===== src/design/cpx_pkg.sv =====
package cpx_pkg;

    ////////////////////
    // widths
    ////////////////////
    localparam int DATA_WIDTH    = 16;
    localparam int WORD_WIDTH    = 32;
    localparam int DM_ADDR_WIDTH = 8;
    localparam int INST_WIDTH    = 32;
    localparam int ALU_LATENCY   = 3;
    // writeback tracking covers the operand read plus every alu stage
    localparam int WB_DEPTH      = ALU_LATENCY + 1;

    ////////////////////
    // payload types
    ////////////////////
    // q1.15 parts, re in the upper half
    typedef struct packed {
        logic signed [DATA_WIDTH-1:0] re;
        logic signed [DATA_WIDTH-1:0] im;
    } cpx_t;

    // OP_CMUL is a * conj(b)
    typedef enum logic [1:0] {
        OP_ADD  = 2'd0,
        OP_SUB  = 2'd1,
        OP_MUL  = 2'd2,
        OP_CMUL = 2'd3
    } cpx_op_e;

    typedef struct packed {
        logic                     spare_hi;
        cpx_op_e                  op;
        logic [4:0]               spare_lo;
        logic [DM_ADDR_WIDTH-1:0] wb_addr;
        logic [DM_ADDR_WIDTH-1:0] rb_addr;
        logic [DM_ADDR_WIDTH-1:0] ra_addr;
    } cpx_inst_t;

    ////////////////////
    // apb bus
    ////////////////////
    typedef struct packed {
        logic                  psel;
        logic                  penable;
        logic                  pwrite;
        logic [7:0]            paddr;
        logic [WORD_WIDTH-1:0] pwdata;
    } apb_req_t;

    typedef struct packed {
        logic [WORD_WIDTH-1:0] prdata;
        logic                  pready;
        logic                  pslverr;
    } apb_rsp_t;

    // memory-side requests from the register block
    typedef enum logic [1:0] {
        REQ_NONE  = 2'd0,
        REQ_LOAD  = 2'd1,
        REQ_ISSUE = 2'd2,
        REQ_READ  = 2'd3
    } cpx_req_e;

    // register byte offsets
    localparam logic [7:0] REG_LOAD_PTR  = 8'h00;
    localparam logic [7:0] REG_LOAD_DATA = 8'h04;
    localparam logic [7:0] REG_INSTR     = 8'h08;
    localparam logic [7:0] REG_READ_PTR  = 8'h0C;
    localparam logic [7:0] REG_READ_DATA = 8'h10;
    localparam logic [7:0] REG_STATUS    = 8'h14;

endpackage

===== src/design/cpx_alu.sv =====
module cpx_alu (
    input  logic             clk,
    input  logic             rst,
    input  logic             in_v,
    input  cpx_pkg::cpx_op_e op,
    input  cpx_pkg::cpx_t    a,
    input  cpx_pkg::cpx_t    b,
    output logic             out_v,
    output cpx_pkg::cpx_t    result
);
    import cpx_pkg::*;

    // stage 1 operands
    cpx_t    a_s1;
    cpx_t    b_s1;
    cpx_op_e op_s1;

    // stage 2 cross products and plain sums
    cpx_op_e                 op_s2;
    logic signed [31:0]      p_rr;
    logic signed [31:0]      p_ii;
    logic signed [31:0]      p_ri;
    logic signed [31:0]      p_ir;
    logic [DATA_WIDTH-1:0]   sum_re;
    logic [DATA_WIDTH-1:0]   sum_im;

    // stage 3 combine
    logic signed [31:0]      re_full;
    logic signed [31:0]      im_full;

    logic [ALU_LATENCY-1:0]  v_pipe;

    ////////////////////
    // valid pipe
    ////////////////////
    always_ff @(posedge clk) begin
        if (rst) begin
            v_pipe <= '0;
        end else begin
            v_pipe <= {v_pipe[ALU_LATENCY-2:0], in_v};
        end
    end

    assign out_v = v_pipe[ALU_LATENCY-1];

    ////////////////////
    // stage 1
    ////////////////////
    always_ff @(posedge clk) begin
        a_s1  <= a;
        b_s1  <= b;
        op_s1 <= op;
    end

    ////////////////////
    // stage 2
    ////////////////////
    always_ff @(posedge clk) begin
        op_s2 <= op_s1;
        // 16x16 signed, fits in 32 bits even for 0x8000 squared
        p_rr  <= $signed(a_s1.re) * $signed(b_s1.re);
        p_ii  <= $signed(a_s1.im) * $signed(b_s1.im);
        p_ri  <= $signed(a_s1.re) * $signed(b_s1.im);
        p_ir  <= $signed(a_s1.im) * $signed(b_s1.re);
        // wraps mod 2^16 per part
        if (op_s1 == OP_SUB) begin
            sum_re <= a_s1.re - b_s1.re;
            sum_im <= a_s1.im - b_s1.im;
        end else begin
            sum_re <= a_s1.re + b_s1.re;
            sum_im <= a_s1.im + b_s1.im;
        end
    end

    ////////////////////
    // stage 3
    ////////////////////
    always_comb begin
        // (ar + j ai)(br + j bi)
        re_full = p_rr - p_ii;
        im_full = p_ri + p_ir;
        // conj(b) flips the sign of every b.im term
        if (op_s2 == OP_CMUL) begin
            re_full = p_rr + p_ii;
            im_full = p_ir - p_ri;
        end
    end

    // bit 31 may wrap, 30:15 is the q1.15 result
    always_ff @(posedge clk) begin
        if (op_s2 == OP_ADD || op_s2 == OP_SUB) begin
            result.re <= sum_re;
            result.im <= sum_im;
        end else begin
            result.re <= re_full[30:15];
            result.im <= im_full[30:15];
        end
    end

endmodule


===== config.mk =====
export PLATFORM = sky130hd
export DESIGN_NAME = cpx_alu
export DESIGN_NICKNAME = d
export VERILOG_FILES = /design/src/design/cpx_pkg.sv /design/src/design/cpx_alu.sv
export SDC_FILE = /design/constraint.sdc
export NUM_CORES = 2
export LEC_CHECK = 0
export BUFFER_PORTS_ARGS = -buffer_cell sky130_fd_sc_hd__buf_2
export CAP_MARGIN = 20
export CORE_MARGIN = 3
export CORE_UTILIZATION = 60
export CTS_BUF_LIST = sky130_fd_sc_hd__clkbuf_8
export CTS_CLUSTER_SIZE = 20
export DETAILED_ROUTE_END_ITERATION = 8
export GPL_ROUTABILITY_DRIVEN = 1
export GPL_TIMING_DRIVEN = 0
export PLACE_DENSITY_LB_ADDON = 0.25
export SKIP_CTS_REPAIR_TIMING = 1
export SLEW_MARGIN = 10
export SYNTH_ARGS = -nofsm -noshare
export SYNTH_HDL_FRONTEND = slang
export SYNTH_SLANG_ARGS = --single-unit
export TNS_END_PERCENT = 5

===== constraint.sdc =====
create_clock -name clk -period 8.3 [get_ports clk]
set_clock_uncertainty 0.2 [all_clocks]
set_input_delay 1.66 -clock clk [delete_from_list [all_inputs] [get_ports clk]]
set_output_delay 1.66 -clock clk [all_outputs]
set_load 0.03 [all_outputs]

==> impl_metrics.yaml <==
route:
  drtPass1Iterations: 8
  drt_iter0_markers: 4111
  drt-wirelength-per-cell_um: 23.4
  detailroute.via_count: 38372
  drcViolationCount: 0
  via_per_inst: 5.77
  ant_nets: 0
  finalWirelength_um: 156000
cells_and_area:
  layout-drive-gt1-share_pct: 4.45
  seq_area_sq_um: 5180
  fillers: 6762
  syn_to_final_growth_pct: 6.32
  finalNetCount: 7047
  utilization_pct: 64.8
  stdcell_count: 6649
  multi_input_area_sq_um: 38900
logic_synthesis:
  synth_nets: 6885
  yosysWarnings: 0
  synth.distinct_cells: 73
  synthArstFlopShare_pct: 0
  synth_edf_count: 0
  synthFlopType: "dfxtp_1"
  synth-seq-cells: 259
  syn_area_sq_um: 49400
  ys_seq_area_share_pct: 10.5
  synth_area_per_cell_sq_um: 9.19
  syn_inst: 5376
flow_run:
  drv_cap: 0
critical_path:
  critPathKind: "register to register"
  crit_path_frequent_cell: "fa_1"
  cp_top_family: "adder cells"
  slowest_delay_ps: 790
  r2r_cells: 22
  critPathCaptureType: "register"
  worstSetupPathDepth: 22
  startpoint_type: "register"
  crit_fanout: 11
  worst-path-buf-inv: 5
  rrSetupSlack_ps: 70
  crit_path_start: "a_s1[27]"
  path_cells: "clkbuf_1, and2_1, fa_1, inv_1, fa_1, fa_1, inv_1, fa_1, fa_1, inv_1, fa_1, inv_1, ha_1, a21o_1, a2111oi_0, nand2_1, a21oi_1, o31ai_1, nand4_1, a21o_1, nand2_1, a311oi_2"
  cp.arrival_ps: 8600
  cp.required_ps: 8670
  r2r-start: "a_s1[27]"
  critPathSlowestCell: "clkbuf_1"
timing:
  fin_hold_ws_ps: 232
  hold_viol: 0
  relSlewSlack_pct: 12.5
  worst_pin_slew_ps: 1310
  setup_viol: 0
  rsz0062_at_grt: "true"
  finalCritPeriodShare_pct: 99.2
  slew_violations: 0
  min_period_ps: 8230
  max_freq_mhz: 122
global_route:
  grt_pass1_wl_um: 235000
  grt_pass1_vias: 38929
  grt.total_usage_pct: 37.3
  grt_antenna_before_repair: 15
  grt_max_degree: 16
  gr-total-overflow: 0
cts:
  cts-htree-levels: 2
  path_clk_slew_ps: 60
  clockBufferDepth: 3
  cts_tree: "done"
  ctsRootBufferMaster: "clkbuf_8"
  insertion_delay_ps: 730
  clock_sinks: 259
  cts_buffers: 53
placed_design:
  gp_congestion: 1.03
  io_buffers: 101
  dpl.cell_count: 6541
  hpwl_um: 125000
run_status:
  status: "finished clean"
floorplanning:
  die_w_um: 293
  die_h_um: 293
  boundaryPins: 102
  dieArea_sq_um: 85800
  core_area_sq_um: 81100
  initial_core_util_pct: 60.9
  rows: 104
min_path:
  hold_path.class: "register to register"
  holdPathStages: 1
  hp-start: "sum_im[11]"
## metrics by stage
stage / area (sq um) / setup slack [ps] / setup TNS (ps)
detailed placement: 51300 / -159 / -159
CTS: 52400 / -233 / -233
global route: 52500 / -60.7 / -60.7
finish: 52500 / 70.5 / 0
global placement: 51200 / -73.8 / -73.8
floorplan: 49400 / 1950 / 0
## Yosys cell counts (all sizes together) (16+ instances only)
cell / n / area share, %
o31ai: 24 / 0.37
a21o: 51 / 0.78
o21a: 24 / 0.36
nor2: 155 / 1.2
nand4: 17 / 0.22
and2: 469 / 5.9
nor2b: 31 / 0.39
nand2b: 39 / 0.49
o21ai: 93 / 0.95
clkbuf: 222 / 1.7
nand3: 43 / 0.44
ha: 414 / 10
dfxtp: 259 / 10
mux2: 16 / 0.36
a21oi: 141 / 1.4
nand2: 575 / 4.4
inv: 1185 / 9.0
xnor2: 194 / 3.4
a31oi: 19 / 0.24
a211oi: 24 / 0.40
and3: 24 / 0.30
o21bai: 28 / 0.43
nor3: 75 / 0.78
xor2: 74 / 1.3
fa: 1026 / 42
## cells in the final DEF (no fill, tap or decap), types with 14 or more instances in the layout
master,count
o31ai_1,23
and2_1,469
a31oi_1,19
a21o_1,51
buf_2,102
xnor2_1,194
and3_1,24
o21ai_0,89
mux2_2,16
nand2_1,575
clkbuf_1,204
a211oi_1,22
nand2b_1,39
clkbuf_2,14
clkbuf_8,61
inv_1,1195
nor3_1,73
ha_1,414
a21oi_1,139
o21a_1,24
xor2_1,74
fa_1,1026
nor2b_1,31
nor2_1,155
dfxtp_1,259
nand4_1,17
o21bai_1,28
nand3_1,43
## sequential cells by signal (all words and copies together) (netlist names)
register  cells
v_pipe        3
b_s1         32
sum_im       16
p_ii         31
p_ir         31
op_s2         2
op_s1         2
result       32
sum_re       16
a_s1         32
p_ri         31
p_rr         31
## path summary, 6_finish.rpt
path,endpoint
setup / recovery,p_ri[30]
hold reg to reg,result[11]
hold / removal,result[11]
setup reg to reg,p_ri[30]
## cell type report
class	count	area share, %
Antenna cell	13	0.0619
Clock buffer	61	1.60
Inverter	1185	8.47
Tap cell	1060	2.53
Clock inverter	32	0.541
Buffer	227	1.70
Multi-Input combinational cell	3703	74.1
Sequential cell	259	9.87
Timing Repair Buffer	109	1.16
## worst register-to-register path, delay by kind of cell (launching register included)
family,cells,cell delay (ps)
adder cells (fa/ha/maj),7,3160
buffers and inverters,5,1010
AO/OA/AOI/OAI,6,2320
AND/OR/NAND/NOR,4,830
flip-flops,1,540
## kinds of logic (layout without fill, tap and decap cells)
family / count (synthesis) / in the layout / synth area share [%]
XOR/XNOR: 268 / 268 / 4.75
AND/OR/NAND/NOR: 1493 / 1493 / 15.0
adder cells (fa/ha/maj): 1440 / 1440 / 52.1
other: 0 / 13 / 0
buffers and inverters: 1414 / 1614 / 10.8
multiplexers: 21 / 21 / 0.466
AO/OA/AOI/OAI: 481 / 481 / 6.43
flip-flops: 259 / 259 / 10.5
## routing by layer
metal	vias up	share of wire [%]	GRT usage, %
met2	2289	41	53.3
met1	19022	38	49.4
met4	16	7.6	21.7
met3	486	13	12.9
li1	16559	-	-
met5	-	0.11	0.443
Power is left out: the tool's default activity adds up to more than one toggle a clock period on the data nets, which glitch-free logic cannot reach.
