$ cat src/design/cpx_pkg.sv
package cpx_pkg;

    ////////////////////
    // widths
    ////////////////////
    localparam int DATA_WIDTH    = 16;
    localparam int WORD_WIDTH    = 32;
    localparam int DM_ADDR_WIDTH = 8;
    localparam int INST_WIDTH    = 32;
    localparam int ALU_LATENCY   = 3;
    // writeback tracking covers the operand read plus every alu stage
    localparam int WB_DEPTH      = ALU_LATENCY + 1;

    ////////////////////
    // payload types
    ////////////////////
    // q1.15 parts, re in the upper half
    typedef struct packed {
        logic signed [DATA_WIDTH-1:0] re;
        logic signed [DATA_WIDTH-1:0] im;
    } cpx_t;

    // OP_CMUL is a * conj(b)
    typedef enum logic [1:0] {
        OP_ADD  = 2'd0,
        OP_SUB  = 2'd1,
        OP_MUL  = 2'd2,
        OP_CMUL = 2'd3
    } cpx_op_e;

    typedef struct packed {
        logic                     spare_hi;
        cpx_op_e                  op;
        logic [4:0]               spare_lo;
        logic [DM_ADDR_WIDTH-1:0] wb_addr;
        logic [DM_ADDR_WIDTH-1:0] rb_addr;
        logic [DM_ADDR_WIDTH-1:0] ra_addr;
    } cpx_inst_t;

    ////////////////////
    // apb bus
    ////////////////////
    typedef struct packed {
        logic                  psel;
        logic                  penable;
        logic                  pwrite;
        logic [7:0]            paddr;
        logic [WORD_WIDTH-1:0] pwdata;
    } apb_req_t;

    typedef struct packed {
        logic [WORD_WIDTH-1:0] prdata;
        logic                  pready;
        logic                  pslverr;
    } apb_rsp_t;

    // memory-side requests from the register block
    typedef enum logic [1:0] {
        REQ_NONE  = 2'd0,
        REQ_LOAD  = 2'd1,
        REQ_ISSUE = 2'd2,
        REQ_READ  = 2'd3
    } cpx_req_e;

    // register byte offsets
    localparam logic [7:0] REG_LOAD_PTR  = 8'h00;
    localparam logic [7:0] REG_LOAD_DATA = 8'h04;
    localparam logic [7:0] REG_INSTR     = 8'h08;
    localparam logic [7:0] REG_READ_PTR  = 8'h0C;
    localparam logic [7:0] REG_READ_DATA = 8'h10;
    localparam logic [7:0] REG_STATUS    = 8'h14;

endpackage
$ cat src/design/cpx_apb_regs.sv
module cpx_apb_regs (
    input  logic                              clk,
    input  logic                              rst,
    input  cpx_pkg::apb_req_t                 apb_req,
    input  logic                              grant,
    input  cpx_pkg::cpx_t                     rdata0,
    input  logic [cpx_pkg::DM_ADDR_WIDTH-1:0] load_ptr,
    input  logic [cpx_pkg::DM_ADDR_WIDTH-1:0] read_ptr,
    input  logic [2:0]                        inflight,
    output cpx_pkg::apb_rsp_t                 apb_rsp,
    output cpx_pkg::cpx_req_e                 req_kind,
    output cpx_pkg::cpx_inst_t                req_inst,
    output logic                              ptr_we,
    output logic                              ptr_sel,
    output logic [cpx_pkg::DM_ADDR_WIDTH-1:0] ptr_wdata
);
    import cpx_pkg::*;

    logic access;
    logic wr;
    logic rd_pend;

    assign access = apb_req.psel && apb_req.penable;
    assign wr     = apb_req.pwrite;

    // instruction word is the write data as is
    assign req_inst  = cpx_inst_t'(apb_req.pwdata[INST_WIDTH-1:0]);
    assign ptr_wdata = apb_req.pwdata[DM_ADDR_WIDTH-1:0];

    ////////////////////
    // decode
    ////////////////////
    always_comb begin
        apb_rsp  = '0;
        req_kind = REQ_NONE;
        ptr_we   = 1'b0;
        ptr_sel  = 1'b0;
        if (access) begin
            case (apb_req.paddr)
                REG_LOAD_PTR, REG_READ_PTR: begin
                    apb_rsp.pready = 1'b1;
                    ptr_sel        = (apb_req.paddr == REG_READ_PTR);
                    ptr_we         = wr;
                    if (!wr) begin
                        apb_rsp.prdata[DM_ADDR_WIDTH-1:0] = ptr_sel ? read_ptr : load_ptr;
                    end
                end
                REG_LOAD_DATA, REG_INSTR: begin
                    if (wr) begin
                        // done once the sequencer lets it in
                        req_kind       = (apb_req.paddr == REG_INSTR) ? REQ_ISSUE : REQ_LOAD;
                        apb_rsp.pready = grant;
                    end else begin
                        apb_rsp.pready  = 1'b1;
                        apb_rsp.pslverr = 1'b1;
                    end
                end
                REG_READ_DATA: begin
                    if (wr) begin
                        apb_rsp.pready  = 1'b1;
                        apb_rsp.pslverr = 1'b1;
                    end else if (rd_pend) begin
                        // data registered on the grant edge
                        apb_rsp.pready = 1'b1;
                        apb_rsp.prdata = rdata0;
                    end else begin
                        req_kind = REQ_READ;
                    end
                end
                REG_STATUS: begin
                    apb_rsp.pready  = 1'b1;
                    apb_rsp.pslverr = wr;
                    if (!wr) begin
                        apb_rsp.prdata[2:0] = inflight;
                    end
                end
                default: begin
                    apb_rsp.pready  = 1'b1;
                    apb_rsp.pslverr = 1'b1;
                end
            endcase
        end
    end

    ////////////////////
    // readback wait state
    ////////////////////
    // set on a granted read, gone after the completing cycle
    always_ff @(posedge clk) begin
        if (rst) begin
            rd_pend <= 1'b0;
        end else if (rd_pend) begin
            rd_pend <= 1'b0;
        end else if (req_kind == REQ_READ && grant) begin
            rd_pend <= 1'b1;
        end
    end

endmodule

$ cat config.mk
export PLATFORM = sky130hd
export DESIGN_NAME = cpx_apb_regs
export DESIGN_NICKNAME = d
export VERILOG_FILES = /design/src/design/cpx_pkg.sv /design/src/design/cpx_apb_regs.sv
export SDC_FILE = /design/constraint.sdc
export NUM_CORES = 1
export LEC_CHECK = 0
export CAP_MARGIN = 0
export CORE_AREA = 3 3 66 68
export CTS_BUF_LIST = sky130_fd_sc_hd__clkbuf_4 sky130_fd_sc_hd__clkbuf_8
export DETAILED_ROUTE_END_ITERATION = 6
export DIE_AREA = 0 0 69 71
export DONT_BUFFER_PORTS = 1
export PLACE_DENSITY = 0.46
export SLEW_MARGIN = 20
export SYNTH_ARGS = -nofsm -noshare
export SYNTH_HDL_FRONTEND = slang
export SYNTH_SLANG_ARGS = --single-unit
$ cat constraint.sdc
create_clock -name clk -period 4.39 [get_ports clk]
set_input_delay 0.2195 -clock clk [delete_from_list [all_inputs] [get_ports clk]]
set_output_delay 0.2195 -clock clk [all_outputs]
set_load 0.01 [all_outputs]
==> impl_metrics.yaml <==
status:
  status: "finished clean"
finish:
  n_antenna_cell: 0
  largest_reg_flops: 1
  layout-drive-gt1-share_pct: 6.19
  fin_util_pct: 18.4
  fin_cells: 147
  multi_input_area_sq_um: 624
  final_nets: 196
  fin_area_sq_um: 718
  fill_cells: 446
  final_common_cell: "and2_1"
  regArea_sq_um: 20.0
  regMostFlops: "rd_pend"
  layout_common_cells: "25 x and2_1, 12 x nor2_1, 5 x nand2_1, 5 x mux2i_1, 5 x a2bb2oi_1"
  largestRegisters: "rd_pend: 1 flops"
  area_growth_pct: -28.1
placed_design:
  dp_slack_ps: 2170
  dp.cells: 147
  portBuffers: 0
  dpl.hpwl_mm: 2.60
  post_dp_cell_area_sq_um: 718
  gp_congestion: 0.871
floorplan:
  fp.dieArea_sq_um: 4900
  ioPinCount: 175
  die_x_um: 69
  die_h_um: 71
  core_sq_um: 3910
  initial_utilization_pct: 25.5
  row_count: 23
worst_setup_path:
  setup.worst_path.end_class: "output port"
  path_max_fanout: 24
  cp.required_ps: 4170
  rr_endpoint: "rd_pend"
  crit_path_cell_trace: "or3_1, nor4_4, and2b_2, and2_1"
  cpMaxStageDelayCell: "nor4_4"
  worstSetupPathType: "in2out"
  reg2reg_slack_ps: 2940
  crit_arrival_ps: 1950
  rr_worst_depth: 4
  worstSetupStartpointType: "primary input"
  reg2reg_from: "rd_pend"
  cp_slowest_stage_delay_ps: 590
synthesis:
  syn_area_per_cell_sq_um: 6.89
  synth_area_sq_um: 998
  yosys.area_share.simple_pct: 41.1
  synth_nets: 242
  synth-xor-area-share_pct: 2.63
  synth_area_leaders: "buf_4 30%, and2_1 16%, mux2i_1 5.0%"
  ys_warn_count: 0
  synth.area.mux_share_pct: 5.01
  ys_types: 35
  synth-adder-area-share_pct: 0
  yosysTopAreaCell: "buf_4"
  ys_ff_latch: 1
  ys_seq_area_share_pct: 2.01
  synth_compound_area_share_pct: 13.8
  synth_top_family_by_area: "simple AND/OR/NAND/NOR gates"
  yosysTopAreaCellShare_pct: 30.1
  syn_inst: 145
hold_path:
  holdCritStartpoint: "rst"
  hold_depth: 2
  hold_end: "rd_pend"
  min_path_type: "in2reg"
pwr:
  p_clk_share_pct: 0
  powerDensity_nw_per_um2: 44.1
  comb_power_share_pct: 70.7
  seqPwrFrac_pct: 29.3
  ir_drop_mv: 0.0168
  switching_share_pct: 35.2
  switchingPower_uw: 11.1
  p_int_uw: 20.5
  leakage_uw: 0.000200
clocking:
  cts_resized: 0
  clock_latency_ps: 0
  ctsHoldBuffers: 0
  cts_setup_buffers: 0
  clkTransAtPathRegs_ps: 0
timing:
  rsz0062_at_grt: "false"
  timing.setup.tns_ps: 0
  setup_ws_ps: 2220
  hold_violations: 0
  period_share_pct: 49.4
  slew_viol_final: 0
  worst_pin_slew_ps: 666
  fmax_ghz: 0.461
  fin_crit_ps: 2170
  setup_viol: 0
  finClkSkew_ps: 0
  max_slew_margin_pct: 55.2
drt:
  drc_errors: 0
  drtAntennaViolNets: 0
  wl_per_cell_um: 19.7
  drt_first_iter_violations: 30
  vias_per_cell: 5.42
  firstDrtPassIters: 4
  route.vias.total: 797
  wirelength_mm: 2.90
global_route:
  grt_util_all_layers_pct: 10.0
  antenna_found_initial: 0
  grt_max_degree: 25
  grt-ovfl-total: 0
  grt_pass1_vias: 749
  grt_pass1_wl_mm: 4.15
run:
  maxCapViolCount: 0
-- cells in the mapped netlist --
master,count
or3b_2,1
a31oi_1,1
nand2b_1,3
a21oi_1,3
a211oi_1,1
nor2_1,12
nand3b_1,1
nor3_1,3
mux2i_1,5
or2_1,1
xor2_1,1
nor4_4,1
and2_1,25
nor4_1,4
nor3b_1,1
nand2_1,5
nor4bb_1,1
and2b_2,1
clkbuf_1,6
buf_4,40
xnor2_1,2
inv_1,1
nand3_1,2
a22o_1,3
dfxtp_1,1
or2_2,1
nor2b_1,1
nor4_2,1
o22a_1,1
buf_6,2
a22oi_1,4
a2bb2oi_1,5
buf_2,1
or3_1,3
or4_1,1
-- power groups by stage --
stage          clock, uW  combinational, uW  sequential (uW)
2_1_floorplan          0               60.2             9.27
3_3_place_gp           0               21.5             9.27
3_5_place_dp           0               22.4             9.27
4_1_cts                0               22.4             9.27
5_1_grt                0               24.6             9.27
6_report               0               22.4             9.27
-- kinds of logic (layout without fill, tap and decap cells) --
family	count (synthesis)	after routing
buffers and inverters	50	2
DFF	1	1
muxes	5	5
and+or+nand+nor	68	68
xor gates and xnor gates	3	3
AOI/OAI and AO/OA	18	18
-- stage by stage --
step / hold slack (ps) / total power [uW]
after floorplan: 392 / 69.4
after global placement: 393 / 30.8
after detailed placement: 397 / 31.7
after CTS: 397 / 31.7
after global routing: 405 / 33.9
final: 396 / 31.6
-- layout make-up --
| class | count | share of cell area, % |
|---|---|---|
| inverter | 1 | 0.523 |
| multi-input combinational | 94 | 86.9 |
| sequential | 1 | 2.79 |
| tap | 50 | 8.71 |
| timing repair buffer | 1 | 1.05 |
-- critical path: cells and delay by family --
| kind | cells | cell delay (ps) |
|---|---|---|
| simple gates | 4 | 1720 |
-- routing by layer --
| layer | track usage, % | vias to the layer above | share of wire [%] |
|---|---|---|---|
| met2 | 19.3 | 87 | 52 |
| li1 | - | 358 | - |
| met4 | 1.30 | 0 | 1.3 |
| met3 | 3.55 | 10 | 14 |
| met1 | 10.8 | 342 | 32 |
| met5 | 0 | - | 0 |
-- how the worst max path moves through the flow --
stage / depth (start not counted) / start / slack, ps / end
after global placement: 4 / apb_req[37] / 2280 / apb_rsp[19]
final: 4 / apb_req[37] / 2220 / apb_rsp[24]
after global routing: 4 / apb_req[37] / 2040 / apb_rsp[30]
after floorplan: 6 / apb_req[37] / 2490 / apb_rsp[13]
after detailed placement: 4 / apb_req[37] / 2170 / apb_rsp[30]
after CTS: 4 / apb_req[37] / 2170 / apb_rsp[32]
Note: power is estimated with default switching activity, not from simulation.
