### src/design/cpx_pkg.sv
package cpx_pkg;

    ////////////////////
    // widths
    ////////////////////
    localparam int DATA_WIDTH    = 16;
    localparam int WORD_WIDTH    = 32;
    localparam int DM_ADDR_WIDTH = 8;
    localparam int INST_WIDTH    = 32;
    localparam int ALU_LATENCY   = 3;
    // writeback tracking covers the operand read plus every alu stage
    localparam int WB_DEPTH      = ALU_LATENCY + 1;

    ////////////////////
    // payload types
    ////////////////////
    // q1.15 parts, re in the upper half
    typedef struct packed {
        logic signed [DATA_WIDTH-1:0] re;
        logic signed [DATA_WIDTH-1:0] im;
    } cpx_t;

    // OP_CMUL is a * conj(b)
    typedef enum logic [1:0] {
        OP_ADD  = 2'd0,
        OP_SUB  = 2'd1,
        OP_MUL  = 2'd2,
        OP_CMUL = 2'd3
    } cpx_op_e;

    typedef struct packed {
        logic                     spare_hi;
        cpx_op_e                  op;
        logic [4:0]               spare_lo;
        logic [DM_ADDR_WIDTH-1:0] wb_addr;
        logic [DM_ADDR_WIDTH-1:0] rb_addr;
        logic [DM_ADDR_WIDTH-1:0] ra_addr;
    } cpx_inst_t;

    ////////////////////
    // apb bus
    ////////////////////
    typedef struct packed {
        logic                  psel;
        logic                  penable;
        logic                  pwrite;
        logic [7:0]            paddr;
        logic [WORD_WIDTH-1:0] pwdata;
    } apb_req_t;

    typedef struct packed {
        logic [WORD_WIDTH-1:0] prdata;
        logic                  pready;
        logic                  pslverr;
    } apb_rsp_t;

    // memory-side requests from the register block
    typedef enum logic [1:0] {
        REQ_NONE  = 2'd0,
        REQ_LOAD  = 2'd1,
        REQ_ISSUE = 2'd2,
        REQ_READ  = 2'd3
    } cpx_req_e;

    // register byte offsets
    localparam logic [7:0] REG_LOAD_PTR  = 8'h00;
    localparam logic [7:0] REG_LOAD_DATA = 8'h04;
    localparam logic [7:0] REG_INSTR     = 8'h08;
    localparam logic [7:0] REG_READ_PTR  = 8'h0C;
    localparam logic [7:0] REG_READ_DATA = 8'h10;
    localparam logic [7:0] REG_STATUS    = 8'h14;

endpackage
### src/design/cpx_sequencer.sv
module cpx_sequencer (
    input  logic                              clk,
    input  logic                              rst,
    input  cpx_pkg::cpx_req_e                 req_kind,
    input  cpx_pkg::cpx_inst_t                req_inst,
    input  logic [cpx_pkg::DM_ADDR_WIDTH-1:0] load_ptr,
    input  logic [cpx_pkg::DM_ADDR_WIDTH-1:0] read_ptr,
    input  logic                              alu_v,
    output logic                              grant,
    output logic                              load_we,
    output logic                              inst_v,
    output logic                              rd_v,
    output logic                              wb_we,
    output logic [cpx_pkg::DM_ADDR_WIDTH-1:0] ra_addr,
    output logic [cpx_pkg::DM_ADDR_WIDTH-1:0] rb_addr,
    output logic [cpx_pkg::DM_ADDR_WIDTH-1:0] wb_addr,
    output cpx_pkg::cpx_op_e                  op_d,
    output logic                              op_v,
    output logic [2:0]                        inflight
);
    import cpx_pkg::*;

    // writeback delay line, entry 0 is the newest
    logic [WB_DEPTH-1:0]      wb_v;
    logic [DM_ADDR_WIDTH-1:0] wb_a [WB_DEPTH];

    logic ra_hit;
    logic rb_hit;
    logic ld_hit;
    logic rd_hit;

    ////////////////////
    // hazard check
    ////////////////////
    always_comb begin
        ra_hit   = 1'b0;
        rb_hit   = 1'b0;
        ld_hit   = 1'b0;
        rd_hit   = 1'b0;
        inflight = '0;
        for (int i = 0; i < WB_DEPTH; i++) begin
            if (wb_v[i]) begin
                inflight = inflight + 3'd1;
                ra_hit   = ra_hit | (wb_a[i] == req_inst.ra_addr);
                rb_hit   = rb_hit | (wb_a[i] == req_inst.rb_addr);
                ld_hit   = ld_hit | (wb_a[i] == load_ptr);
                rd_hit   = rd_hit | (wb_a[i] == read_ptr);
            end
        end
    end

    // single write port, a load also waits out a writeback cycle
    always_comb begin
        case (req_kind)
            REQ_LOAD:  grant = !ld_hit && !wb_we;
            REQ_ISSUE: grant = !ra_hit && !rb_hit;
            REQ_READ:  grant = !rd_hit;
            default:   grant = 1'b0;
        endcase
    end

    assign load_we = grant && (req_kind == REQ_LOAD);
    assign inst_v  = grant && (req_kind == REQ_ISSUE);
    assign rd_v    = grant && (req_kind == REQ_READ);
    assign ra_addr = req_inst.ra_addr;
    assign rb_addr = req_inst.rb_addr;

    ////////////////////
    // delay line
    ////////////////////
    always_ff @(posedge clk) begin
        if (rst) begin
            wb_v <= '0;
        end else begin
            wb_v <= {wb_v[WB_DEPTH-2:0], inst_v};
        end
    end

    always_ff @(posedge clk) begin
        wb_a[0] <= req_inst.wb_addr;
        for (int i = 1; i < WB_DEPTH; i++) begin
            wb_a[i] <= wb_a[i-1];
        end
        // op lines up with the registered operands
        op_d <= req_inst.op;
    end

    // entry 0 is valid exactly when operands leave the memory
    assign op_v    = wb_v[0];
    assign wb_we   = wb_v[WB_DEPTH-1] && alu_v;
    assign wb_addr = wb_a[WB_DEPTH-1];

endmodule

### config.mk
export PLATFORM = sky130hd
export DESIGN_NAME = cpx_sequencer
export DESIGN_NICKNAME = d
export VERILOG_FILES = /design/src/design/cpx_pkg.sv /design/src/design/cpx_sequencer.sv
export SDC_FILE = /design/constraint.sdc
export NUM_CORES = 1
export LEC_CHECK = 0
export BUFFER_PORTS_ARGS = -buffer_cell sky130_fd_sc_hd__buf_2
export CAP_MARGIN = 20
export CORE_MARGIN = 2
export CORE_UTILIZATION = 55
export CTS_CLUSTER_SIZE = 30
export DETAILED_ROUTE_END_ITERATION = 12
export PLACE_DENSITY = 0.85
export SLEW_MARGIN = 20
export SYNTH_ARGS = -nofsm -noshare
export SYNTH_HDL_FRONTEND = slang
export SYNTH_SLANG_ARGS = --single-unit
### constraint.sdc
create_clock -name clk -period 6.7 [get_ports clk]
set_clock_uncertainty 0.1 [all_clocks]
set_input_delay 2.01 -clock clk [delete_from_list [all_inputs] [get_ports clk]]
set_output_delay 2.01 -clock clk [all_outputs]
set_load 0.01 [all_outputs]
==> impl_metrics.yaml, run 1 <==
cts:
  clk_root_buffer_cell: "sky130_fd_sc_hd__clkbuf_8"
  cts_max_level: 2
  worstSkewPairLatency_ns: 0.29
  cts_tree: "done"
  postCtsHoldBufs: 0
  clkTransAtPathRegs_ns: 0.08
  cts_buffers: 5
  cts_buffer_depth: 2
  post_cts.repair.setup_buffers: 0
  count_of_cells_resized_by_post_cts_repair: 0
  clock_sinks: 38
setup_path:
  crit_path_end_kind: "output port"
  crit_fanout: 4
  worst_ep_required_time_ns: 4.59
  worst-endpoint-arrival_ns: 3.56
  critical_path_class: "input port to output port"
  setup.worst_path.start_class: "input port"
routing:
  detailedRoute.firstIterationViolations: 152
  routed_wl_um: 6610
  drc_errors: 0
  route.vias.total: 2084
  drtPass1Iterations: 4
  final_antenna_net_count: 0
  wire_per_inst_um: 17.3
  routed_via_density: 5.46
timing:
  finalSetupViolCount: 0
  timing.final.crit_share_pct: 84.6
  setup_tns_ns: 0
  hold_violation_total_from_the_final_report: 0
  timing.fmax_ghz: 0.176
  grt_setup_unrepaired: "no"
  tightest_slew_ns: 0.563
  slew_headroom_pct: 62.1
  timing.final.crit_period_ns: 5.67
  report.final.slew_viol_count: 0
synthesis:
  synth.ff_latch_count: 38
  synth_cells: 280
  yosysMostFrequentCell: "sky130_fd_sc_hd__xnor2_1"
  postSynth.asyncResetShare_pct: 0
  netlist-cell-type-count: 27
  synth_top_area_share_pct: 29.6
  dominantRegCellSynth: "sky130_fd_sc_hd__dfxtp_1"
  yosys_warnings: 0
  synthTopCellsByArea: "sky130_fd_sc_hd__dfxtp_1, sky130_fd_sc_hd__xnor2_1, sky130_fd_sc_hd__xor2_1"
  synth_largest_area_cell: "sky130_fd_sc_hd__dfxtp_1"
  syn_area_um2: 2570
  postSynthAreaPerCell_um2: 9.18
  number_of_synthesized_flops_with_an_enable_pin: 0
  synth.net_count: 336
  share_of_synthesized_area_occupied_by_flip_flops_and_latches_pct: 29.6
  synth_common_cells: "sky130_fd_sc_hd__xnor2_1, sky130_fd_sc_hd__xor2_1, sky130_fd_sc_hd__dfxtp_1"
floorplan:
  placeableCoreArea_um2: 4410
  die-area_um2: 5240
  num_rows: 24
  initial_core_utilization_pct: 58.2
  dieHeight_um: 72.4
  top_level_ports: 88
  chipWidth_um: 72.4
grt:
  grt_busiest_layer: "met2"
  routing_usage_on_met2_pct: 42.0
  antenna_violations_before_repair: 0
  globalRouteMet3Util_pct: 5.56
  grt_start_max_net_pins: 13
  globalRouteMet1Util_pct: 34.5
  wire_length_of_the_first_global_routing_pass_um: 10200
  first_global_vias: 2013
  grtUsageTotal_pct: 26.0
  globalRoute.totalOverflow: 0
power_and_ir_drop:
  power_uw: 557
  power.leakage_uw: 0.00121
  cellPowerDensity_nw_per_um2: 190
  max-vdd-ir-drop_mv: 0.115
hold_path:
  worst_hold_path_type: "flop to flop"
placed_design:
  numPlacedInstances: 374
  gp_congestion: 0.989
  io_buffer_count: 81
  hpwl_um: 5400
cells_and_area:
  fin_nets: 385
  final-instance-count-excl-fill: 382
  drive_gt1_share_pct: 28.5
  insertedDiodeCount: 0
  synthToLayoutAreaGrowth_pct: 14.0
job:
  drv_cap: 0
outcome:
  outcome: "finished clean"
[critical path: stages]
cell and delay, ns:
sky130_fd_sc_hd__buf_2 0.14, sky130_fd_sc_hd__xor2_1 0.15, sky130_fd_sc_hd__nor4_1 0.46, sky130_fd_sc_hd__nand4_1 0.18, sky130_fd_sc_hd__o311a_1 0.32, sky130_fd_sc_hd__nand2_2 0.09
sky130_fd_sc_hd__nand3_2 0.06, sky130_fd_sc_hd__buf_2 0.14
[report_power, final]
| part | total (uW) | internal (uW) | switching [uW] |
|---|---|---|---|
| Sequential | 261 | 237 | 23.8 |
| Combinational | 130 | 64.6 | 65.0 |
| Clock | 166 | 82.7 | 83.3 |
| Total | 557 | 385 | 172 |
[cells in the final DEF (no fill, tap or decap), types with 2 or more instances in the layout]
| cell type | instances |
|---|---|
| sky130_fd_sc_hd__ha_1 | 3 |
| sky130_fd_sc_hd__xor2_1 | 51 |
| sky130_fd_sc_hd__xnor2_1 | 80 |
| sky130_fd_sc_hd__nand4_1 | 24 |
| sky130_fd_sc_hd__nand3_1 | 2 |
| sky130_fd_sc_hd__buf_2 | 81 |
| sky130_fd_sc_hd__nand2_1 | 3 |
| sky130_fd_sc_hd__o311a_1 | 2 |
| sky130_fd_sc_hd__nor4_1 | 8 |
| sky130_fd_sc_hd__nor3_1 | 5 |
| sky130_fd_sc_hd__o22ai_1 | 4 |
| sky130_fd_sc_hd__clkbuf_8 | 6 |
| sky130_fd_sc_hd__inv_1 | 6 |
| sky130_fd_sc_hd__nor2_1 | 3 |
| sky130_fd_sc_hd__dfxtp_1 | 38 |
| sky130_fd_sc_hd__nand2_2 | 2 |
[path summary, 6_finish.rpt]
check	start	end	slack, ns	depth (start not counted)
worst min-delay path	wb_a[2][6]$_DFF_P_	wb_a[3][6]$_DFF_P_	0.35	0
worst min register to register	wb_a[2][6]$_DFF_P_	wb_a[3][6]$_DFF_P_	0.35	0
worst max-delay path	load_ptr[2]	grant	1.03	8
worst max register to register	wb_a[3][0]$_DFF_P_	wb_v[0]$_SDFF_PP0_	5.10	6
[registers in the layout (all words and copies together), names as in the netlist]
register  count
wb_a         32
wb_v          4
op_d          2
[stage by stage]
step                      hold slack (ns)  cell area [um^2]  setup slack [ns]  util (%)
after floorplan                     0.229              2570              1.60         -
after global placement              0.342              2840              1.09      64.2
after detailed placement            0.346              2840              1.08      64.2
after CTS                           0.351              2930              1.08      66.4
after global routing                0.367              2930             0.990      66.4
final                               0.346              2930              1.03      66.4
[cell families after synthesis]
family	share of synthesized area, %
buf+inv	8.91
xor+xnor	44.6
simple gates	12.1
flops	29.6
compound gates	2.48
fa+ha+maj	1.46
mux	0.827
[per-layer routing]
metal  up-vias  routed length (um)
met1       987                2760
met2        84                3180
li1       1000                   -
met4         0                 165
met3        13                 502
met5         -                   0
[cell type report]
class,count,area [um^2]
multi-input cells,197,1580
fillers,378,1480
flip-flops and latches,38,761
repair buffers,81,405
clock buffers,6,82.6
well taps,52,65.1
inverters,6,22.5
clock inverters,2,12.5
(Power assumes the default switching activity.)
==> run 2: changes to the inputs <==
--- a/config.mk
+++ b/config.mk
@@ -8,10 +8,10 @@
 export BUFFER_PORTS_ARGS = -buffer_cell sky130_fd_sc_hd__buf_2
 export CAP_MARGIN = 20
 export CORE_MARGIN = 2
-export CORE_UTILIZATION = 55
+export CORE_UTILIZATION = 46
 export CTS_CLUSTER_SIZE = 30
 export DETAILED_ROUTE_END_ITERATION = 12
-export PLACE_DENSITY = 0.85
+export PLACE_DENSITY = 0.76
 export SLEW_MARGIN = 20
 export SYNTH_ARGS = -nofsm -noshare
 export SYNTH_HDL_FRONTEND = slang
==> constraint.sdc (replaced) <==
create_clock -name clk -period 5.1 [get_ports clk]
set_clock_uncertainty 0.1 [all_clocks]
set_input_delay 1.53 -clock clk [delete_from_list [all_inputs] [get_ports clk]]
set_output_delay 1.53 -clock clk [all_outputs]
set_load 0.01 [all_outputs]
==> run 2 against run 1 <==
Effect of this change: die area grew 18%; utilization shrank 12 points; critical path type unchanged; total power grew 35%; largest cell class unchanged.
==> impl_metrics.yaml, run 2 (same netlist as run 1, synthesis figures left out) <==
cells_and_area:
  mostFrequentLayoutCell: "sky130_fd_sc_hd__buf_2"
  largest-register: "wb_a"
  final-instance-count-excl-fill: 402
  layout.area.seq_um2: 761
  synthToLayoutAreaGrowth_pct: 15.5
  largest_register_ff_count: 32
  multi_input_area_um2: 1580
  reg_top3: "wb_a: 32 flops, wb_v: 4 flops, op_d: 2 flops"
  layout.cells.most_common_list: "sky130_fd_sc_hd__buf_2, sky130_fd_sc_hd__xnor2_1, sky130_fd_sc_hd__xor2_1, sky130_fd_sc_hd__dfxtp_1, sky130_fd_sc_hd__nand4_1"
  insertedDiodeCount: 0
  num-fill-cells: 508
  fin_nets: 385
  drive_gt1_share_pct: 28.5
cts:
  clkTransAtPathRegs_ns: 0.07
  cts_tree: "done"
  cts_max_level: 2
  cts_buffer_depth: 2
  worstSkewPairLatency_ns: 0.29
  clk_root_buffer_cell: "sky130_fd_sc_hd__clkbuf_8"
  post_cts.repair.setup_buffers: 0
  cts_buffers: 5
  clock_sinks: 38
  count_of_cells_resized_by_post_cts_repair: 0
  postCtsHoldBufs: 0
grt:
  globalRouteMet3Util_pct: 3.86
  routing_usage_on_met2_pct: 37.4
  grtUsageTotal_pct: 22.0
  grt_start_max_net_pins: 12
  grt_busiest_layer: "met2"
  antenna_violations_before_repair: 0
  globalRouteMet1Util_pct: 27.3
  first_global_vias: 2048
  globalRoute.totalOverflow: 0
  wire_length_of_the_first_global_routing_pass_um: 10200
power_and_ir_drop:
  max-vdd-ir-drop_mv: 0.154
  sw_share_pct: 29.2
  power_uw: 753
  cellPowerDensity_nw_per_um2: 253
  net-switching-power_uw: 220
  relative_contribution_of_sequential_cells_to_total_power_pct: 45.6
  clock_share_of_power_pct: 32.0
  power_report.internal_total_uw: 533
  combPwrFrac_pct: 22.4
  power.leakage_uw: 0.00122
setup_path:
  worst-endpoint-arrival_ns: 3.06
  cpMostUsedCell: "sky130_fd_sc_hd__buf_2"
  critPathMaxStageDelay_ns: 0.48
  timing.critical_path.slowest_stage_cell: "sky130_fd_sc_hd__nor4_1"
  crit_path_end_kind: "output port"
  worst_ep_required_time_ns: 3.47
  crit_fanout: 4
  critical_path_class: "input port to output port"
  setup.worst_path.start_class: "input port"
  cp_cell_sequence: "buf_2, xor2_1, nor4_1, nand4_1, o311a_1, nand2_2, nand3_2, buf_2"
routing:
  drtPass1Iterations: 4
  drc_errors: 0
  routed_via_density: 5.06
  wire_per_inst_um: 16.4
  final_antenna_net_count: 0
  route.vias.total: 2036
  routed_wl_um: 6610
  detailedRoute.firstIterationViolations: 73
floorplan:
  num_rows: 27
  initial_core_utilization_pct: 47.3
  dieHeight_um: 78.8
  chipWidth_um: 78.8
  die-area_um2: 6200
  top_level_ports: 88
  placeableCoreArea_um2: 5440
timing:
  timing.fmax_ghz: 0.213
  slew_headroom_pct: 66.0
  timing.final.crit_share_pct: 92.0
  grt_setup_unrepaired: "no"
  finalSetupViolCount: 0
  timing.final.crit_period_ns: 4.69
  report.final.slew_viol_count: 0
  hold_violation_total_from_the_final_report: 0
  setup_slack_ns: 0.406
  tightest_slew_ns: 0.505
  setup_tns_ns: 0
hold_path:
  worst_hold_path_type: "flop to flop"
outcome:
  outcome: "finished clean"
job:
  drv_cap: 0
placed_design:
  io_buffer_count: 81
  hpwl_um: 5400
  gp_congestion: 0.914
  dp_slack_ns: 0.424
  numPlacedInstances: 394
run 2: cell types whose count changed in the layout (fill, tap and decap cells not counted), sizes merged:
cell | previous run | this run
clkbuf | 6 | 8
clkinv | 1 | 0
clkinvlp | 1 | 0
run 2: metal layers:
metal	part of all wire [%]	wire (um)	vias to the layer above
li1	-	-	997
met1	42	2750	920
met2	48	3160	100
met3	7.7	507	19
met4	2.9	189	0
met5	0	0	-
run 2: cell type report:
| cell class | count | share of cell area (%) |
|---|---|---|
| inverters | 6 | 0.758 |
| well taps | 72 | 3.03 |
| flip-flops and latches | 38 | 25.6 |
| multi-input cells | 197 | 53.2 |
| clock buffers | 8 | 3.71 |
| repair buffers | 81 | 13.6 |
run 2: worst paths after layout:
check                          start                 end  slack [ns]  cells past startpoint
setup / recovery         load_ptr[2]               grant        0.41                      8
hold / removal    wb_a[1][4]$_DFF_P_  wb_a[2][4]$_DFF_P_        0.36                      0
setup reg to reg  wb_a[0][0]$_DFF_P_  wb_v[0]$_SDFF_PP0_        3.42                      6
hold reg to reg   wb_a[1][4]$_DFF_P_  wb_a[2][4]$_DFF_P_        0.36                      0
run 2: power groups by stage:
stage                     sequential [uW]  combinational [uW]  clock (uW)
final                                 343                 168         241
after global placement                349                 166           0
after floorplan                       341                 120           0
after CTS                             343                 169         245
after detailed placement              350                 167           0
after global routing                  346                 183         254
run 2: through the flow:
stage	utilization, %	hold slack [ns]	instance area, um^2
2_1_floorplan	-	0.229	2570
3_3_place_gp	52.6	0.344	2860
3_5_place_dp	52.6	0.343	2860
4_1_cts	54.6	0.358	2970
5_1_grt	54.6	0.366	2970
6_report	54.6	0.357	2970
run 2: critical path: cells and delay by family:
| family | cells | cell delay [ns] |
|---|---|---|
| AND/OR/NAND/NOR | 4 | 0.78 |
| AO/OA/AOI/OAI | 1 | 0.34 |
| buffers and inverters | 2 | 0.27 |
| XOR/XNOR | 1 | 0.14 |
==> run 3: changes to the inputs <==
--- a/config.mk
+++ b/config.mk
@@ -8,10 +8,10 @@
 export BUFFER_PORTS_ARGS = -buffer_cell sky130_fd_sc_hd__buf_2
 export CAP_MARGIN = 20
 export CORE_MARGIN = 2
-export CORE_UTILIZATION = 46
+export CORE_UTILIZATION = 55
 export CTS_CLUSTER_SIZE = 30
 export DETAILED_ROUTE_END_ITERATION = 12
-export PLACE_DENSITY = 0.76
+export PLACE_DENSITY = 0.85
 export SLEW_MARGIN = 20
 export SYNTH_ARGS = -nofsm -noshare
 export SYNTH_HDL_FRONTEND = slang
==> constraint.sdc (replaced) <==
create_clock -name clk -period 5.9 [get_ports clk]
set_clock_uncertainty 0.1 [all_clocks]
set_input_delay 1.77 -clock clk [delete_from_list [all_inputs] [get_ports clk]]
set_output_delay 1.77 -clock clk [all_outputs]
set_load 0.01 [all_outputs]
==> run 3 against run 2 <==
Effect of this change: first-iteration DRC count grew 82%; via count grew 2.8%; critical path depth is the same; global-route usage grew 4.9 points; combinational power shrank 11%.
==> impl_metrics.yaml, run 3 (same netlist as run 1, synthesis figures left out) <==
outcome:
  outcome: "finished clean"
setup_path:
  startpoint_of_the_most_critical_register_to_register_path: "wb_a[3][0]$_DFF_P_"
  cp_cell_sequence: "buf_2, xor2_1, nor4_1, nand4_1, o311a_1, nand2_2, nand3_2, buf_2"
  cpMostUsedCell: "sky130_fd_sc_hd__buf_2"
  worst_ep_required_time_ns: 4.03
  crit_path_end_kind: "output port"
  setup.worst_path.start_class: "input port"
  critical_path_class: "input port to output port"
  critPathMaxStageDelay_ns: 0.44
  worst-endpoint-arrival_ns: 3.30
  startpoint: "load_ptr[2]"
  timing.critical_path.slowest_stage_cell: "sky130_fd_sc_hd__nor4_1"
  crit_fanout: 4
grt:
  globalRoute.totalOverflow: 0
  wire_length_of_the_first_global_routing_pass_um: 10500
  grtUsageTotal_pct: 26.9
  grt_start_max_net_pins: 14
  first_global_vias: 2086
  antenna_violations_before_repair: 0
hold_path:
  hold_path.startpoint: "wb_a[2][7]$_DFF_P_"
  worst_hold_path_type: "flop to flop"
floorplan:
  num_rows: 24
  initial_core_utilization_pct: 58.2
  placeableCoreArea_um2: 4410
  top_level_ports: 88
  dieHeight_um: 72.4
  die-area_um2: 5240
  chipWidth_um: 72.4
power_and_ir_drop:
  power.leakage_uw: 0.00123
  cellPowerDensity_nw_per_um2: 240
  max-vdd-ir-drop_mv: 0.167
routing:
  final_antenna_net_count: 0
  wire_per_inst_um: 17.8
  route.vias.total: 2093
  detailedRoute.firstIterationViolations: 133
  drc_errors: 0
  drtPass1Iterations: 4
  routed_via_density: 5.48
  routed_wl_um: 6810
cts:
  count_of_cells_resized_by_post_cts_repair: 0
  clock_sinks: 38
  cts_max_level: 2
  postCtsHoldBufs: 0
  post_cts.repair.setup_buffers: 0
  cts_buffer_depth: 2
  clk_root_buffer_cell: "sky130_fd_sc_hd__clkbuf_8"
  cts_tree: "done"
  worstSkewPairLatency_ns: 0.30
  cts_buffers: 5
  clkTransAtPathRegs_ns: 0.07
timing:
  timing.final.crit_share_pct: 87.7
  finalSetupViolCount: 0
  hold_violation_total_from_the_final_report: 0
  timing.final.crit_period_ns: 5.17
  report.final.slew_viol_count: 0
  slew_headroom_pct: 63.6
  timing.fmax_ghz: 0.193
  tightest_slew_ns: 0.541
  setup_slack_ns: 0.728
  grt_setup_unrepaired: "no"
  setup_tns_ns: 0
cells_and_area:
  final_cell_area_um2: 2970
  insertedDiodeCount: 0
  reg_top3: "wb_a: 32 flops, wb_v: 4 flops, op_d: 2 flops"
  largest_register_ff_count: 32
  largest-register: "wb_a"
  mostFrequentLayoutCell: "sky130_fd_sc_hd__buf_2"
  drive_gt1_share_pct: 28.5
  synthToLayoutAreaGrowth_pct: 15.6
  postLayoutCoreUtil_pct: 67.3
  fin_nets: 385
  layout.cells.most_common_list: "sky130_fd_sc_hd__buf_2, sky130_fd_sc_hd__xnor2_1, sky130_fd_sc_hd__xor2_1, sky130_fd_sc_hd__dfxtp_1, sky130_fd_sc_hd__nand4_1"
placed_design:
  io_buffer_count: 81
  hpwl_um: 5520
  gp_congestion: 0.947
  placement.cell_area_um2: 2840
  dp_slack_ns: 0.737
job:
  drv_cap: 0
## run 3: cell types whose count changed in the layout (fill, tap and decap cells not counted)
cell                        before  now
sky130_fd_sc_hd__bufinv_16       0    2
sky130_fd_sc_hd__clkbuf_8        8    5
sky130_fd_sc_hd__clkinv_4        0    1
## run 3: worst paths after layout
kind / cells after the start / slack [ns] / to
setup / recovery: 8 / 0.73 / grant
setup reg to reg: 6 / 4.31 / wb_v[0]$_SDFF_PP0_
hold / removal: 0 / 0.35 / wb_a[3][7]$_DFF_P_
hold reg to reg: 0 / 0.35 / wb_a[3][7]$_DFF_P_
## run 3: metal layers
layer	track usage, %	wire (um)	up-vias	part of all wire (%)
met5	0	0	-	0
met4	8.02	161	0	2.4
met3	4.58	633	15	9.3
met2	45.2	3290	90	48
met1	35.4	2720	988	40
li1	-	-	1000	-
## run 3: layout make-up
class / count / area [um^2]
multi-input combinational: 197 / 1580
fill: 374 / 1440
sequential: 38 / 761
timing repair buffer: 81 / 405
clock buffer: 5 / 68.8
clock inverter: 3 / 68.8
tap: 52 / 65.1
inverter: 6 / 22.5
## run 3: critical path: cells and delay by family
family | cells | cell delay, ns
XOR/XNOR | 1 | 0.16
buffers and inverters | 2 | 0.28
AND/OR/NAND/NOR | 4 | 0.77
AO/OA/AOI/OAI | 1 | 0.32
## run 3: report_power, final
| group | total [uW] | switching (uW) | internal (uW) |
|---|---|---|---|
| logic | 149 | 75.2 | 73.4 |
| clock network | 269 | 99.2 | 169 |
| registers | 297 | 27.0 | 270 |
## run 3: stage by stage
stage / total power, uW / cells / hold slack [ns]
after global routing: 739 / 382 / 0.353
after global placement: 444 / 374 / 0.342
after CTS: 714 / 382 / 0.349
after detailed placement: 449 / 374 / 0.342
final: 714 / 382 / 0.352
after floorplan: 399 / 280 / 0.229
